[config.mk]
export PLATFORM = sky130hd
export DESIGN_NAME = morseBuddy
export DESIGN_NICKNAME = d
export VERILOG_FILES = /design/src/verilog/morsePkg.sv /design/src/verilog/morseKeyer.sv /design/src/verilog/letterGenerator.sv /design/src/verilog/gameControl.sv /design/src/verilog/playerMatch.sv /design/src/verilog/statusDisplay.sv /design/src/verilog/morseBuddy.sv
export SDC_FILE = /design/constraint.sdc
export NUM_CORES = 1
export LEC_CHECK = 0
export BUFFER_PORTS_ARGS = -buffer_cell sky130_fd_sc_hd__clkbuf_2
export CORE_MARGIN = 3
export CORE_UTILIZATION = 40
export CTS_CLUSTER_SIZE = 14
export DETAILED_ROUTE_END_ITERATION = 16
export PLACE_DENSITY = 0.6
export SETUP_SLACK_MARGIN = 0.5
export SYNTH_ARGS = -nofsm -noshare
export SYNTH_HDL_FRONTEND = slang
export SYNTH_HIERARCHICAL = 1
export SYNTH_SLANG_ARGS = --single-unit
[constraint.sdc]
create_clock -name clk -period 3.49 [get_ports clk]
set_clock_uncertainty 0.1 [all_clocks]
set_input_delay 0 -clock clk [delete_from_list [all_inputs] [get_ports clk]]
set_output_delay 0 -clock clk [all_outputs]
set_load 0.02 [all_outputs]
[src/verilog/morsePkg.sv]
/* shared constants, Morse code types, FSM enums, player status struct
   and the character code to Morse lookup */
`default_nettype none

package morsePkg;

	localparam int numLetters = 5;
	localparam int symbolSlots = 5;
	localparam int dashThreshold = 5;
	localparam int maxLetterCode = 36;
	localparam int holdBits = $clog2(dashThreshold + 1);

	typedef logic [2*symbolSlots-1:0] morseCodeT; // msb slot is the first symbol
	typedef logic [5:0] letterCodeT;
	typedef morseCodeT [numLetters-1:0] puzzleT;

	typedef enum logic [1:0] {
		symNone = 2'b00,
		symDot  = 2'b10,
		symDash = 2'b11
	} symbolT;

	typedef enum logic [2:0] {
		gsStart,
		gsStartWait,
		gsGenerate,
		gsPlay,
		gsWin1,
		gsWin2,
		gsFinishWait
	} gameStateT;

	typedef enum logic [1:0] {
		psInput,
		psVerifyWait,
		psVerify
	} playerStateT;

	typedef struct packed {
		morseCodeT entered;
		morseCodeT target;
		logic [2:0] lettersDone;
		logic correct;
	} playerStatusT;

	function automatic morseCodeT letterToMorse(input letterCodeT letter);
		morseCodeT m;
		case (letter)
			6'd1:  m = 10'b11_11_11_11_11; // 0
			6'd2:  m = 10'b10_11_11_11_11;
			6'd3:  m = 10'b10_10_11_11_11;
			6'd4:  m = 10'b10_10_10_11_11;
			6'd5:  m = 10'b10_10_10_10_11;
			6'd6:  m = 10'b10_10_10_10_10; // 5
			6'd7:  m = 10'b11_10_10_10_10;
			6'd8:  m = 10'b11_11_10_10_10;
			6'd9:  m = 10'b11_11_11_10_10;
			6'd10: m = 10'b11_11_11_11_10; // 9
			6'd11: m = 10'b10_11_00_00_00; // a
			6'd12: m = 10'b11_10_10_10_00;
			6'd13: m = 10'b11_10_11_10_00;
			6'd14: m = 10'b11_10_10_00_00;
			6'd15: m = 10'b10_00_00_00_00;
			6'd16: m = 10'b10_10_11_10_00;
			6'd17: m = 10'b11_11_10_00_00;
			6'd18: m = 10'b10_10_10_10_00;
			6'd19: m = 10'b10_10_00_00_00;
			6'd20: m = 10'b10_11_11_11_00;
			6'd21: m = 10'b11_10_11_00_00;
			6'd22: m = 10'b10_11_10_10_00;
			6'd23: m = 10'b11_11_00_00_00; // m
			6'd24: m = 10'b11_10_00_00_00;
			6'd25: m = 10'b11_11_11_00_00;
			6'd26: m = 10'b10_11_11_10_00;
			6'd27: m = 10'b11_11_10_11_00;
			6'd28: m = 10'b10_11_10_00_00;
			6'd29: m = 10'b10_10_10_00_00;
			6'd30: m = 10'b11_00_00_00_00;
			6'd31: m = 10'b10_10_11_00_00;
			6'd32: m = 10'b10_10_10_11_00;
			6'd33: m = 10'b10_11_11_00_00;
			6'd34: m = 10'b11_10_10_11_00;
			6'd35: m = 10'b11_10_11_11_00;
			6'd36: m = 10'b11_11_10_10_00; // z
			default: m = '0; // not a character
		endcase
		return m;
	endfunction

endpackage

`default_nettype wire

[src/verilog/morseKeyer.sv]
/* single button Morse keyer, press timing into dot or dash
   and assembly of the entered code */
`timescale 1ns/1ps
`default_nettype none

module morseKeyer import morsePkg::*; (
	input logic clk,
	input logic reset,
	input logic keyIn, // active low
	input logic enable,
	input logic clear,
	output morseCodeT code
);

	typedef enum logic {
		kIdle,
		kHeld
	} keyStateT;

	keyStateT state;
	logic [holdBits-1:0] holdCount;
	logic [2:0] slotsUsed;
	logic [3:0] slotMsb;
	symbolT symbol;

	always_comb begin
		symbol = symNone;
		if (state == kHeld && keyIn) begin // release seen this cycle
			symbol = (holdCount >= holdBits'(dashThreshold)) ? symDash : symDot;
		end
	end

	always_ff @(posedge clk or negedge reset) begin
		if (!reset) begin
			state <= kIdle;
			holdCount <= '0;
		end else begin
			case (state)
				kIdle: begin
					if (!keyIn) begin
						state <= kHeld;
						holdCount <= holdBits'(1);
					end
				end
				kHeld: begin
					if (keyIn) begin
						state <= kIdle;
					end else if (holdCount < holdBits'(dashThreshold)) begin
						holdCount <= holdCount + 1'b1; // saturates at threshold
					end
				end
				default: state <= kIdle;
			endcase
		end
	end

	assign slotMsb = 4'(2*symbolSlots - 1) - {slotsUsed, 1'b0};

	always_ff @(posedge clk or negedge reset) begin
		if (!reset) begin
			code <= '0;
			slotsUsed <= '0;
		end else if (clear) begin
			code <= '0;
			slotsUsed <= '0;
		end else if (enable && symbol != symNone) begin
			if (slotsUsed < 3'(symbolSlots)) begin
				code[slotMsb -: 2] <= symbol;
				slotsUsed <= slotsUsed + 1'b1;
			end else begin
				code <= {code[2*symbolSlots-3:0], symbol}; // full, drop oldest symbol
			end
		end
	end

endmodule

`default_nettype wire

[src/verilog/letterGenerator.sv]
/* LFSR based puzzle generator, filters codes 1..36 into five Morse targets */
`timescale 1ns/1ps
`default_nettype none

module letterGenerator import morsePkg::*; (
	input logic clk,
	input logic reset,
	input logic [5:0] seed,
	input logic generateLetters,
	output puzzleT puzzle,
	output logic generated
);

	letterCodeT lfsr;
	logic [2:0] acceptCount;
	logic genPrev;
	logic valid;

	assign valid = (lfsr >= 6'd1) && (lfsr <= 6'(maxLetterCode));

	always_ff @(posedge clk or negedge reset) begin
		if (!reset) begin
			lfsr <= 6'd1;
			acceptCount <= '0;
			genPrev <= 1'b0;
			generated <= 1'b0;
			puzzle <= '0;
		end else begin
			genPrev <= generateLetters;
			if (!generateLetters) begin
				generated <= 1'b0;
			end else if (!genPrev) begin
				// first cycle of a new generation run
				lfsr <= (seed == 6'd0) ? 6'd1 : seed;
				acceptCount <= '0;
				generated <= 1'b0;
			end else if (!generated) begin
				lfsr <= {lfsr[0] ^ lfsr[1], lfsr[5:1]};
				if (valid) begin
					puzzle[acceptCount] <= letterToMorse(lfsr);
					acceptCount <= acceptCount + 1'b1;
					if (acceptCount == 3'(numLetters - 1)) begin
						generated <= 1'b1;
					end
				end
			end
		end
	end

endmodule

`default_nettype wire

[src/verilog/gameControl.sv]
/* game level FSM, start handshake, puzzle generation, play and win states */
`timescale 1ns/1ps
`default_nettype none

module gameControl import morsePkg::*; (
	input logic clk,
	input logic reset,
	input logic [1:0] proceed, // active low buttons
	input logic generated,
	input logic [1:0] allDone,
	output logic generateLetters,
	output logic play,
	output logic win1,
	output logic win2
);

	gameStateT state;
	gameStateT nextState;
	logic anyPressed;
	logic allReleased;

	assign anyPressed = ~&proceed;
	assign allReleased = &proceed;

	always_comb begin
		nextState = state;
		case (state)
			gsStart: begin
				if (anyPressed) nextState = gsStartWait;
			end
			gsStartWait: begin
				if (allReleased) nextState = gsGenerate;
			end
			gsGenerate: begin
				if (generated) nextState = gsPlay;
			end
			gsPlay: begin
				if (allDone[0]) begin
					nextState = gsWin1; // player 1 takes a tie
				end else if (allDone[1]) begin
					nextState = gsWin2;
				end
			end
			gsWin1, gsWin2: begin
				if (anyPressed) nextState = gsFinishWait;
			end
			gsFinishWait: begin
				if (allReleased) nextState = gsStart;
			end
			default: nextState = gsStart;
		endcase
	end

	always_ff @(posedge clk or negedge reset) begin
		if (!reset) begin
			state <= gsStart;
		end else begin
			state <= nextState;
		end
	end

	assign generateLetters = (state == gsGenerate);
	assign play = (state == gsPlay);
	assign win1 = (state == gsWin1);
	assign win2 = (state == gsWin2);

endmodule

`default_nettype wire

[src/verilog/playerMatch.sv]
/* per player verify FSM, target selection and letter progress */
`timescale 1ns/1ps
`default_nettype none

module playerMatch import morsePkg::*; (
	input logic clk,
	input logic reset,
	input logic proceed, // active low
	input logic play,
	input puzzleT puzzle,
	input morseCodeT entered,
	output logic keyEnable,
	output logic keyClear,
	output playerStatusT status,
	output logic allDone
);

	playerStateT state;
	logic [2:0] lettersDone;
	morseCodeT target;
	logic match;

	assign allDone = (lettersDone == 3'(numLetters));
	assign target = allDone ? '0 : puzzle[lettersDone];

	// empty entry never counts as a match
	assign match = play && (entered != '0) && (entered == target);

	always_ff @(posedge clk or negedge reset) begin
		if (!reset) begin
			state <= psInput;
			lettersDone <= '0;
		end else if (!play) begin
			state <= psInput;
			lettersDone <= '0;
		end else begin
			case (state)
				psInput: begin
					if (!proceed) state <= psVerifyWait;
				end
				psVerifyWait: begin
					if (proceed) state <= psVerify;
				end
				psVerify: begin
					state <= psInput;
					if (match) lettersDone <= lettersDone + 1'b1;
				end
				default: state <= psInput;
			endcase
		end
	end

	assign keyEnable = play && (state == psInput) && !allDone;
	assign keyClear = !play || (state == psVerify); // entry wiped after each check

	assign status = '{entered, target, lettersDone, match};

endmodule

`default_nettype wire

[src/verilog/statusDisplay.sv]
/* seven segment and LED drive for entered codes, match and win flags */
`timescale 1ns/1ps
`default_nettype none

module statusDisplay import morsePkg::*; (
	input playerStatusT status1,
	input playerStatusT status2,
	input logic win1,
	input logic win2,
	output logic [6:0] hex0,
	output logic [6:0] hex1,
	output logic [6:0] hex2,
	output logic [6:0] hex3,
	output logic [6:0] hex4,
	output logic [6:0] hex5,
	output logic [9:0] ledr
);

	// segments gfedcba, a low bit lights the segment
	function automatic logic [6:0] hexSeg(input logic [3:0] digit);
		logic [6:0] seg;
		case (digit)
			4'h0: seg = 7'b100_0000;
			4'h1: seg = 7'b111_1001;
			4'h2: seg = 7'b010_0100;
			4'h3: seg = 7'b011_0000;
			4'h4: seg = 7'b001_1001;
			4'h5: seg = 7'b001_0010;
			4'h6: seg = 7'b000_0010;
			4'h7: seg = 7'b111_1000;
			4'h8: seg = 7'b000_0000;
			4'h9: seg = 7'b001_1000;
			4'ha: seg = 7'b000_1000;
			4'hb: seg = 7'b000_0011;
			4'hc: seg = 7'b100_0110;
			4'hd: seg = 7'b010_0001;
			4'he: seg = 7'b000_0110;
			default: seg = 7'b000_1110; // f
		endcase
		return seg;
	endfunction

	assign hex0 = hexSeg(status1.entered[3:0]);
	assign hex1 = hexSeg(status1.entered[7:4]);
	assign hex2 = hexSeg({2'b00, status1.entered[9:8]});
	assign hex3 = hexSeg(status2.entered[3:0]);
	assign hex4 = hexSeg(status2.entered[7:4]);
	assign hex5 = hexSeg({2'b00, status2.entered[9:8]});

	assign ledr = {win1, win2, 6'd0, status2.correct, status1.correct};

endmodule

`default_nettype wire

[src/verilog/morseBuddy.sv]
/* two player Morse practice game top, keyers, generator, game FSM,
   player matchers and display */
`timescale 1ns/1ps
`default_nettype none

module morseBuddy import morsePkg::*; (
	input logic clk,
	input logic reset,
	input logic [3:0] key, // active low
	input logic [9:0] sw,
	output logic [6:0] hex0,
	output logic [6:0] hex1,
	output logic [6:0] hex2,
	output logic [6:0] hex3,
	output logic [6:0] hex4,
	output logic [6:0] hex5,
	output logic [9:0] ledr,
	output morseCodeT targetCode1,
	output morseCodeT targetCode2
);

	morseCodeT code1;
	morseCodeT code2;
	puzzleT puzzle;
	playerStatusT status1;
	playerStatusT status2;
	logic [1:0] keyEnable;
	logic [1:0] keyClear;
	logic [1:0] allDone;
	logic generateLetters;
	logic generated;
	logic play;
	logic win1;
	logic win2;

	morseKeyer u_keyer1 (
		.clk(clk), .reset(reset), .keyIn(key[0]),
		.enable(keyEnable[0]), .clear(keyClear[0]), .code(code1)
	);

	morseKeyer u_keyer2 (
		.clk(clk), .reset(reset), .keyIn(key[3]),
		.enable(keyEnable[1]), .clear(keyClear[1]), .code(code2)
	);

	letterGenerator u_letterGenerator (
		.clk(clk), .reset(reset), .seed(sw[5:0]),
		.generateLetters(generateLetters), .puzzle(puzzle), .generated(generated)
	);

	gameControl u_gameControl (
		.clk(clk), .reset(reset), .proceed({key[2], key[1]}),
		.generated(generated), .allDone(allDone),
		.generateLetters(generateLetters), .play(play), .win1(win1), .win2(win2)
	);

	playerMatch u_player1 (
		.clk(clk), .reset(reset), .proceed(key[1]), .play(play),
		.puzzle(puzzle), .entered(code1), .keyEnable(keyEnable[0]),
		.keyClear(keyClear[0]), .status(status1), .allDone(allDone[0])
	);

	playerMatch u_player2 (
		.clk(clk), .reset(reset), .proceed(key[2]), .play(play),
		.puzzle(puzzle), .entered(code2), .keyEnable(keyEnable[1]),
		.keyClear(keyClear[1]), .status(status2), .allDone(allDone[1])
	);

	statusDisplay u_statusDisplay (
		.status1(status1), .status2(status2), .win1(win1), .win2(win2),
		.hex0(hex0), .hex1(hex1), .hex2(hex2),
		.hex3(hex3), .hex4(hex4), .hex5(hex5), .ledr(ledr)
	);

	assign targetCode1 = status1.target;
	assign targetCode2 = status2.target;

endmodule

`default_nettype wire

-- After elaboration in Yosys (flattened, before gate mapping)
Memory sizes are Yosys's and may differ from the RTL's.
Cells that the tools add are included.
- add/subtract/negate cells: 11
- order comparisons: 12
- eq/ne operators: 43
- shift-type cells: 4
- muxes and demuxes: 76
- bitwise logic cells: 4
- reduce and logical (&&, ||, !) cells: 47
- operators with widths (cell ; number):
    $mux 10 ; 15
    $mux 3 ; 28
    $bmux 10 s3 ; 2
    $pmux 7 s4 ; 2
    $bwmux 50 ; 1
    $demux 10 s3 ; 1
    $ne 2x2->1 const B ; 13
    $shift 2x6->11 const A ; 2
    $shiftx 2x6->11 ; 2
    $add 3x1->3 const B ; 7
    $bwmux 10 ; 2
    $eq 10x10->1 ; 2
    $reduce_bool 10->1 ; 2
    $eq 3x3->1 const B ; 6
    $mux 6 ; 3
    $pmux 3 s6 ; 1
    $mux 2 ; 8
    $reduce_and 2->1 ; 8
    $logic_and 1x1->1 ; 14
    $eq 2x2->1 const B ; 6
    $lt 3x3->1 const B ; 4
    $lt 3x4->1 const B ; 3
    $ne 3x3->1 const B ; 4
    $neg 4->6 ; 2
    other kinds (25) ; 59
- flip-flop bits (word level): 108
- bits in read-only memories: 1088
- bits of input ports: 16
- word-level logic and storage cells: 224
- memories: 5
- memories (name ; depth ; bits a word ; rd ports ; clocked after memory_dff ; write ports ; RTL line ; source):
    (name not given) ; 64 ; 10 ; 1 ; 0 ; 0 ; morsePkg.sv:48 ; case (letter)
    (name not given) ; 16 ; 7 ; 1 ; 0 ; 0 ; statusDisplay.sv:22 ; case (digit)
    (name not given) ; 16 ; 7 ; 1 ; 0 ; 0 ; statusDisplay.sv:22 ;
    (name not given) ; 16 ; 7 ; 1 ; 0 ; 0 ; statusDisplay.sv:22 ;
    (name not given) ; 16 ; 7 ; 1 ; 0 ; 0 ; statusDisplay.sv:22 ;

-- Logic depth before layout (Yosys ltp)
Gate-level depths: netlist (run 1).
- depth in word-level cells: 8
- depth in mapped cells: 13
- mapped depth without buffers: 10

-- Hierarchy
Netlist (run 1), hierarchy kept.
- modules (own cells, without submodules) (module ; times used ; cells each ; area each (um2)):
    letterGenerator ; 1 ; 267 ; 3180.6
    playerMatch ; 2 ; 120 ; 979.7
    statusDisplay ; 1 ; 166 ; 1184.9
    morseKeyer at u_keyer1 ; 1 ; 108 ; 1152.4
    morseKeyer at u_keyer2 ; 1 ; 103 ; 1057.3
    gameControl ; 1 ; 24 ; 186.4

-- Worst setup path after synthesis (run 1)
OpenSTA, ideal clock, no wires.
- path kind: reg-to-reg
- start: register u_player2.lettersDone[1]
- end: register u_player2.lettersDone[0]
- setup time: 0.078 ns
- data arrival time: 2.567 ns
- slack: 0.746 ns
- stages on the path, launching flop included: 13
- path buffers: 3
- clock period less this slack: 2.744 ns
- cells stage by stage: dfrtp_1 > buf_6 > buf_2 > inv_1 > ha_1 > nor4b_2 > buf_2 > a21oi_1 > mux2_2 > nor4_2 > nand4_1 > or3_1 > a21oi_1
- longest elaborated chain between the ends: 7
- RTL lines (what ; RTL line ; source):
    start, declared ; playerMatch.sv:19 ; logic [2:0] lettersDone;
    start signal, assigned ; playerMatch.sv:46 ; if (match) lettersDone <= lettersDone + 1'b1;
    $bmux 10 s3 ; playerMatch.sv:24 ; assign target = allDone ? '0 : puzzle[lettersDone];
    $mux 10 (implied by the code) ; playerMatch.sv:24 ;
    $mux 10 (*) ; playerMatch.sv:24 ;
    $eq 10x10->1 (*) ; playerMatch.sv:27 ; assign match = play && (entered != '0) && (entered == target);
    $logic_and 1x1->1 (*) ; playerMatch.sv:27 ;
    $ne 2x1->1 (no source line) (*) ; -- ;
    $reduce_and 2->1 (no source line) (*) ; -- ;
Every way passes the cells marked *; elsewhere a longest branch is shown, timed or not. The select of a mux whose other input is x is not followed.
A chain may end at the register's enable or synchronous reset.

-- Final worst setup path (run 1)
- start: register u_player2.lettersDone[0]
- end: output ledr[1]
- longest elaborated chain between the ends: 5
- RTL lines (what ; RTL line ; source):
    $bmux 10 s3 ; playerMatch.sv:24 ;
    $mux 10 (implied by the code) ; playerMatch.sv:24 ;
    $mux 10 (*) ; playerMatch.sv:24 ;
    $eq 10x10->1 (*) ; playerMatch.sv:27 ;
    $logic_and 1x1->1 (*) ; playerMatch.sv:27 ;
    end, declared ; morseBuddy.sv:17 ; output logic [9:0] ledr,
Marks and branches as above.

==> results of run 1 <==
## kinds of logic after synthesis
group	Yosys count	share of synthesized area, %
buffers and inverters	135	8.90
adder cells (fa/ha/maj)	56	8.03
AND/OR/NAND/NOR	259	16.3
AO/OA/AOI/OAI	208	17.0
multiplexers	130	17.5
other	1	0.0430
flip-flops	108	31.0
XOR/XNOR	11	1.19
## power breakdown
part	internal, mW	total, mW	switching (mW)
registers	1.55	1.92	0.371
clock network	0.573	1.03	0.456
logic	1.27	2.90	1.63
## state kept, by name, summed over array words and instances (netlist names)
signal	flops
u_letterGenerator/puzzle	50
u_keyer1/code	10
u_keyer2/code	10
u_letterGenerator/lfsr	6
u_gameControl/state	3
u_keyer1/holdCount	3
u_keyer1/slotsUsed	3
u_keyer2/holdCount	3
u_keyer2/slotsUsed	3
u_letterGenerator/acceptCount	3
u_player1/lettersDone	3
u_player2/lettersDone	3
u_player1/state	2
u_player2/state	2
u_keyer1/state	1
u_keyer2/state	1
u_letterGenerator/genPrev	1
u_letterGenerator/generated	1
## cell usage in the layout (no fill, tap or decap), drive strengths merged, types with 14 or more instances in the layout
cell,instances
a21oi,45
a22o,14
buf,32
clkbuf,86
dfrtp,107
ha,56
inv,57
mux2,97
mux2i,33
nand2,68
nand2b,20
nor2,59
nor2b,18
o21ai,38
o22ai,18
## cell type report
type,count,area [um^2],area share (%)
Multi-Input combinational cell,672,5300,55.2
Sequential cell,108,2710,28.2
Timing Repair Buffer,117,749,7.80
Tap cell,275,344,3.58
Clock buffer,13,250,2.60
Inverter,59,221,2.30
Clock inverter,2,35.0,0.365
## critical path, cell delays in order, from the launching register on
cell and delay (ns):
dfrtp_2 0.47, ha_1 0.24, nor4b_2 0.22, buf_4 0.24
a222oi_1 0.13, buf_4 0.19, xnor2_1 0.13, nor4_2 0.26
nand4_1 0.22, inv_1 0.18, clkbuf_2 0.19
## per-stage QoR
stage	util [%]	std cells	power (mW)
after CTS	45.0	1242	5.86
after floorplan	-	915	4.03
after global routing	45.3	1246	6.28
after detailed placement	43.0	1213	4.78
after global placement	43.0	1213	4.76
final	45.3	1246	5.85
## path summary, 6_finish.rpt
check | end | cells after the start | startpoint | slack [ns]
worst max-delay path | ledr[1] | 10 | u_player2/lettersDone[0] | 0.56
worst min-delay path | u_letterGenerator/puzzle[16] | 3 | reset | 0.14
worst max register to register | u_player2/lettersDone[2] | 11 | u_player2/lettersDone[0] | 0.66
worst min register to register | u_letterGenerator/puzzle[0] | 1 | u_letterGenerator/puzzle[0] | 0.41
max in group asynchronous | u_keyer2/slotsUsed[2] | 3 | reset | 2.06
min in group clk | u_player1/state[0] | 3 | key[1] | 0.32
## layer usage
layer	part of all wire (%)	global-route usage (%)	wire, um	up-vias
met2	45	27.7	9440	156
met4	1.1	2.61	224	0
li1	-	-	-	3352
met3	4.8	3.49	1020	16
met1	49	25.6	10500	3315
met5	0	0	0	-
## timing repair
item / 4_1_cts / 5_1_grt
gates resized for setup: 1 / 16
setup endpoints to repair: 12 / 49
setup buffers: 2 / 3
cloned: 0 / 1
hold buffers: 12 / 0
pin swaps: 2 / 3
hold endpoints to repair: 128 / 0
==> summary.txt, run 1 <==
Run status
  – Status: finished clean

Drt
  – Via count: slightly below 7000
  – DRT Wirelength: 21.2 mm
  – Vias per inst: 5.49
  – Drt first-iter violations: ~600
  – DRC Markers: 0
  – Wire per inst: 17.0 um
  – Pre-Repair DR Iteration Count: 5
  – Number of routed nets with antenna violations: 0

Finish
  – Post-route cell area: ~9600 um^2
  – Share of layout cells above drive strength 1: 26.5%
  – # fillers: 2102
  – Syn-to-layout area delta: 10.2%
  – Nets: between 1000 and 1500
  – ANT cells: 0

CTS
  – Worst-path clk slew: approximately 0.07 ns
  – Clock Path Buffers: 2
  – Root buf cell: clkbuf_16
  – CTS tree: built
  – Clock sink count: between 100 and 150
  – Worst skew pair latency: between 0.3 and 0.4 ns
  – H-tree Lvls: 3
  – TritonCTS buffer count: 9

Yosys
  – Average size of a mapped cell: 9.60 um^2
  – Post-synth EDFFs: 0
  – Post-synth ARST share: between 90% and 100%
  – Count of cell types in the netlist: 80
  – Syn. warnings: 6
  – Synth top cells by count: 107 x dfrtp_1, 68 x nand2_1, 62 x mux2_2, 57 x inv_1, 56 x ha_1
  – Post-Syn Area: just under 9000 um^2
  – Count leader, synth: dfrtp_1
  – Syn Inst Count: between 900 and 1000
  – Synth top area cells: dfrtp_1 31%, ha_1 8.0%, mux2_2 8.0%
  – Largest area contributor in the netlist: dfrtp_1
  – Yosys reg bits: between 100 and 150
  – Synth Flop Type: dfrtp_1
  – Yosys top cell area share: between 30 and 40%
  – Sequential element share of the synthesized area: a little under a third

Placement
  – Worst slack, placed: between 0.4 and 0.5 ns
  – HPWL after detailed placement: between 15 and 20 mm
  – Area after DPL: about 9100 um^2
  – GPL Wtd Cong: between 0.8 and 0.9
  – Port buffer count: 75

STA
  – Fin. max-slew vios: 0
  – Final setup margin: between 0.5 and 0.6 ns
  – Hold slack: approximately 0.14 ns
  – Setup violations, final: 0
  – Setup_tns: 0 ns
  – RSZ-0062 raised after global routing: yes
  – Tcrit/Tclk final: between 80 and 90%
  – Achievable Freq: about 340 MHz
  – Max transition margin: between 40% and 50%
  – Worst slew pin tran: ~0.8 ns
  – Final Critical Period: ~2.9 ns
  – Hold Fails Final Rpt: 0

GRT
  – GR Overflow Total: 0
  – GRT Total Usage: 17.6%
  – Initial antenna violation count: 0
  – Largest net degree at the start of global routing: just over 90
  – Vias in the first global route: approximately 6500
  – First-pass GRT wire length: ~34 mm

Floorplanning
  – IO Count: around 90
  – Die Wd: ~150 um
  – Die Span Y: approximately 150 um
  – Site row count: 53
  – Core ar.: roughly 21000 um^2
  – Die area: ~24000 um^2
  – Initial Util: slightly above 40%

Power
  – Lkg Pwr: approximately 4.5 nW
  – Peak VDD IR: between 0.0003 and 0.0004 V
  – Pwr Density: between 600 and 700 nW/um^2

Hold path
  – Hold Path Class: input port to asynchronous set/reset pin

Setup path
  – CP Class: flop to output port
  – Startpoint type of the worst setup path: flop
  – Worst EP required: around 3.4 ns
  – Arrival time worst endpoint: roughly 2.8 ns
  – Crit-path max FO: 11
  – Crit end category: output port

Flow run
  – Max-cap check violation count: 0
(Power assumes the default switching activity.)
==> run 2, diff against run 1 <==
Settings changed: ABC_AREA set to 1, PLACE_DENSITY 0.6 to 0.59.
Clock period 3.49 ns to 2.8 ns, I/O delays scaled along.
==> run 2 against run 1 <==
Net effect: critical endpoint unchanged; critical path depth rose by 1; routed wire length grew 41%; non-clock buffer count up 16; utilization rose by 0.18 points; sequential cell count unchanged; global-route usage up 3.6 points; largest power group unchanged; sequential power grew 22%; cell count grew 63%; clock power up 28%; synthesized cell count is 79% higher.
==> summary.txt, run 2 <==
Drt
  – Wire per inst: 14.7 um (-13%)
  – Vias per inst: 5.08 (-7.5%)
  – Met3 routed WL: 1.96 mm (+91%)
  – Met2 wire len: 13.6 mm (+44%)
  – DRC Markers: 0 (unchanged)
  – DRT met1 WL: 13.7 mm (+30%)
  – Top routing layer in use: met4
  – Pre-Repair DR Iteration Count: 5 (unchanged)
  – Number of routed nets with antenna violations: 0 (unchanged)
  – DRT Wirelength: 29.9 mm (+41%)
  – Via count: 10300 (+50%)
  – Drt first-iter violations: 752 (+25%)

Setup path
  – Critical Path Most Common Cell: nand2_1
  – R2R depth: 16 (+5)
  – Crit-path max FO: 6 (-5)
  – Crit path max-delay family: simple AND/OR/NAND/NOR gates
  – Worst path cell trace: buf_4, nor2_4, buf_4, nand2_1, o21ai_0, nand2_1, nand2_1, nand2_1, nand4_1, nor3b_2, buf_4
  – Crit. Startpoint: u_player2/lettersDone[0]
  – Crit end category: output port
  – Startpoint type of the worst setup path: flop
  – Critical path capture point: ledr[1]
  – WP depth: 11 (+1)
  – Worst EP required: 2.70 ns (-0.69 ns)
  – Arrival time worst endpoint: 2.28 ns (-0.55 ns)
  – R2r setup slk: 0.55 ns (-0.11 ns)
  – Max stage delay cell, worst path: dfrtp_2
  – CP max stage delay: 0.53 ns (+0.06 ns)
  – CP Class: flop to output port
  – RR Startpoint: u_player1/lettersDone[0]
  – RR Endpoint: u_player1/lettersDone[1]
  – WP buf/inv: 3 (-1)

Finish
  – ANT cells: 0 (unchanged)
  – Nets: 1763 (+70%)
  – Share of layout cells above drive strength 1: 16.1% (-10 points)
  – Commonest cells after routing, fill and taps aside: 615 x nand2_1, 217 x nand3_1, 171 x inv_1
  – Largest Register: u_letterGenerator/puzzle
  – # fillers: 2685 (+28%)
  – Max reg flops: 50 (unchanged)
  – Commonest non-fill, non-tap cell in the layout: nand2_1
  – Reg area: 2710 um^2 (about the same)
  – Multi-input gate area: 6220 um^2 (+17%)
  – Top Registers: u_letterGenerator/puzzle: 50 flops, u_keyer1/code: 10 flops, u_keyer2/code: 10 flops
  – Syn-to-layout area delta: 11.6%

Floorplanning
  – Die area: 27700 um^2 (+17%)
  – Die Wd: 166 um (+8.3%)
  – Site row count: 58 (+9.4%)
  – Die Span Y: 166 um (+8.3%)
  – Initial Util: 40.8% (-0.35 points)
  – IO Count: 88 (unchanged)
  – Core ar.: 25300 um^2 (+19%)

Yosys
  – Count of cell types in the netlist: 45 (-44%)
  – Syn. warnings: 6 (unchanged)
  – Yosys top cell area share: 26.0% (-4.7 points)
  – Average size of a mapped cell: 6.32 um^2 (-34%)
  – Synth Area in Simple Gates: 46.8% (+30 points)
  – Largest area contributor in the netlist: dfrtp_1
  – Yosys reg bits: 108 (unchanged)
  – Post-synth EDFFs: 0 (unchanged)
  – Synth top area cells: dfrtp_1 26%, nand2_1 23%, nand3_1 11%
  – Main combinational cell family by area after synthesis: simple AND/OR/NAND/NOR gates
  – Post-synth ARST share: 100% (unchanged)
  – Post-synthesis mux area share: 0% (-18 points)
  – Synth Flop Type: dfrtp_1
  – Count leader, synth: nand2_1
  – Synth Area in Compound Gates: 4.80% (-12 points)
  – Syn Inst Count: 1628 (+79%)
  – Post-Syn Area: 10300 um^2 (+18%)
  – XOR/XNOR share of the synthesized area: 0.426% (-0.77 points)
  – Synth top cells by count: 619 x nand2_1, 219 x nand3_1, 174 x inv_1, 133 x nor2_1, 107 x dfrtp_1
  – Synth Area in Adders: 6.81% (-1.2 points)
  – Sequential element share of the synthesized area: 26.3% (-4.7 points)

STA
  – Setup_tns: 0 ns (unchanged)
  – Tcrit/Tclk final: approximately 85%
  – Fin. max-slew vios: 0 (unchanged)
  – Setup violations, final: 0 (unchanged)
  – Hold Fails Final Rpt: 0 (unchanged)
  – Max transition margin: 59.4% (+12 points)
  – Achievable Freq: 419 MHz
  – Hold slack: 0.0502 ns (-0.0905 ns)
  – RSZ-0062 raised after global routing: yes
  – Final Critical Period: 2.38 ns
  – Worst slew pin tran: 0.608 ns (-0.182 ns)

GRT
  – GR Overflow Total: 0 (unchanged)
  – Largest net degree at the start of global routing: 49 (-47%)
  – Initial antenna violation count: 0 (unchanged)
  – GRT Total Usage: 21.2% (+3.6 points)
  – First-pass GRT wire length: 48.7 mm (+41%)
  – Vias in the first global route: 9455 (+45%)

Power
  – Peak VDD IR: 0.000441 V (+11%)
  – Lkg Pwr: 6.23 nW (+40%)
  – Pwr Density: 807 nW/um^2 (+33%)

CTS
  – CTS tree: built
  – Worst-path clk slew: 0.08 ns (about the same)
  – Clock sink count: 108 (unchanged)
  – Worst skew pair latency: 0.37 ns (+0.02 ns)
  – Clock Path Buffers: 2 (unchanged)
  – Root buf cell: clkbuf_16
  – TritonCTS buffer count: 9 (unchanged)
  – H-tree Lvls: 3 (unchanged)

Run status
  – Status: finished clean

Hold path
  – Hold Path Class: input port to asynchronous set/reset pin

Flow run
  – Max-cap check violation count: 0 (unchanged)

Placement
  – Port buffer count: 75 (unchanged)
  – GPL Wtd Cong: 0.933 (+10%)
  – HPWL after detailed placement: 21.6 mm (+43%)
==> run 2: timing repair <==
item / 4_1_cts / 5_1_grt
endpoints found under the hold margin: 108 / 0
buffers inserted: 17 / 6
hold buffers: 12 / 0
endpoints found under the setup margin: 53 / 72
pin swaps: 10 / 5
gates resized for setup: 39 / 25
cloned: 3 / 2
==> run 2: worst min path at each step <==
stage                from                      to  depth (start not counted)  slack, ns
floorplan           reset  u_gameControl/state[0]                          0      -0.40
global placement    reset        u_keyer1/code[9]                          1      -0.13
detailed placement  reset        u_keyer1/code[9]                          1      -0.12
CTS                 reset        u_keyer1/code[9]                          2       0.09
global route        reset        u_keyer1/code[7]                          2       0.11
finish              reset        u_keyer1/code[6]                          2       0.05
==> run 2: stage by stage <==
step / total power, mW / utilization [%] / cells / setup WS [ns] / area (um^2)
6_report: 9.27 / 45.5 / 2026 / 0.416 / 11500
5_1_grt: 10.1 / 45.5 / 2026 / 0.249 / 11500
4_1_cts: 9.10 / 44.8 / 2018 / 0.412 / 11300
3_5_place_dp: 7.70 / 41.9 / 1970 / 0.310 / 10600
3_3_place_gp: 7.65 / 41.9 / 1970 / 0.403 / 10600
2_1_floorplan: 6.51 / - / 1635 / 0.541 / 10300
==> run 2: report_power, final <==
part | internal [mW] | switching, mW | total [mW]
Combinational | 1.83 | 3.77 | 5.60
Sequential | 1.86 | 0.495 | 2.35
Clock | 0.648 | 0.668 | 1.32
Total | 4.33 | 4.94 | 9.27
==> run 2: cells by family after synthesis <==
logic type | Yosys count
DFF | 108
xor gates and xnor gates | 5
buffers and inverters | 300
adders and majority gates | 56
AOI/OAI and AO/OA | 86
other | 1
and+or+nand+nor | 1072
==> run 2: layout make-up <==
class | count | share of cell area, %
clock buffers | 10 | 2.08
clock inverters | 6 | 0.490
inverters | 210 | 7.38
multi-input cells | 1227 | 54.2
flip-flops and latches | 108 | 23.6
well taps | 330 | 3.60
repair buffers | 133 | 8.51
repair inverters | 2 | 0.120
==> run 2: worst register-to-register path: stages (launching register included) <==
cell,delay [ns]
dfrtp_2,0.46
buf_4,0.17
buf_16,0.14
nand2_1,0.07
nand3_1,0.15
nand2_1,0.10
nand2_1,0.10
nand3_1,0.12
nand2_1,0.09
nor2_2,0.11
nand2_1,0.06
nor2_1,0.08
nand2_1,0.08
nand2_1,0.08
nand2_1,0.09
nand2_1,0.09
nand2_1,0.05
==> run 2: routing by layer <==
layer	GRT usage [%]	vias to the layer above
met5	0	-
met4	5.70	0
met3	3.19	41
met2	34.0	331
met1	29.8	4726
li1	-	5186
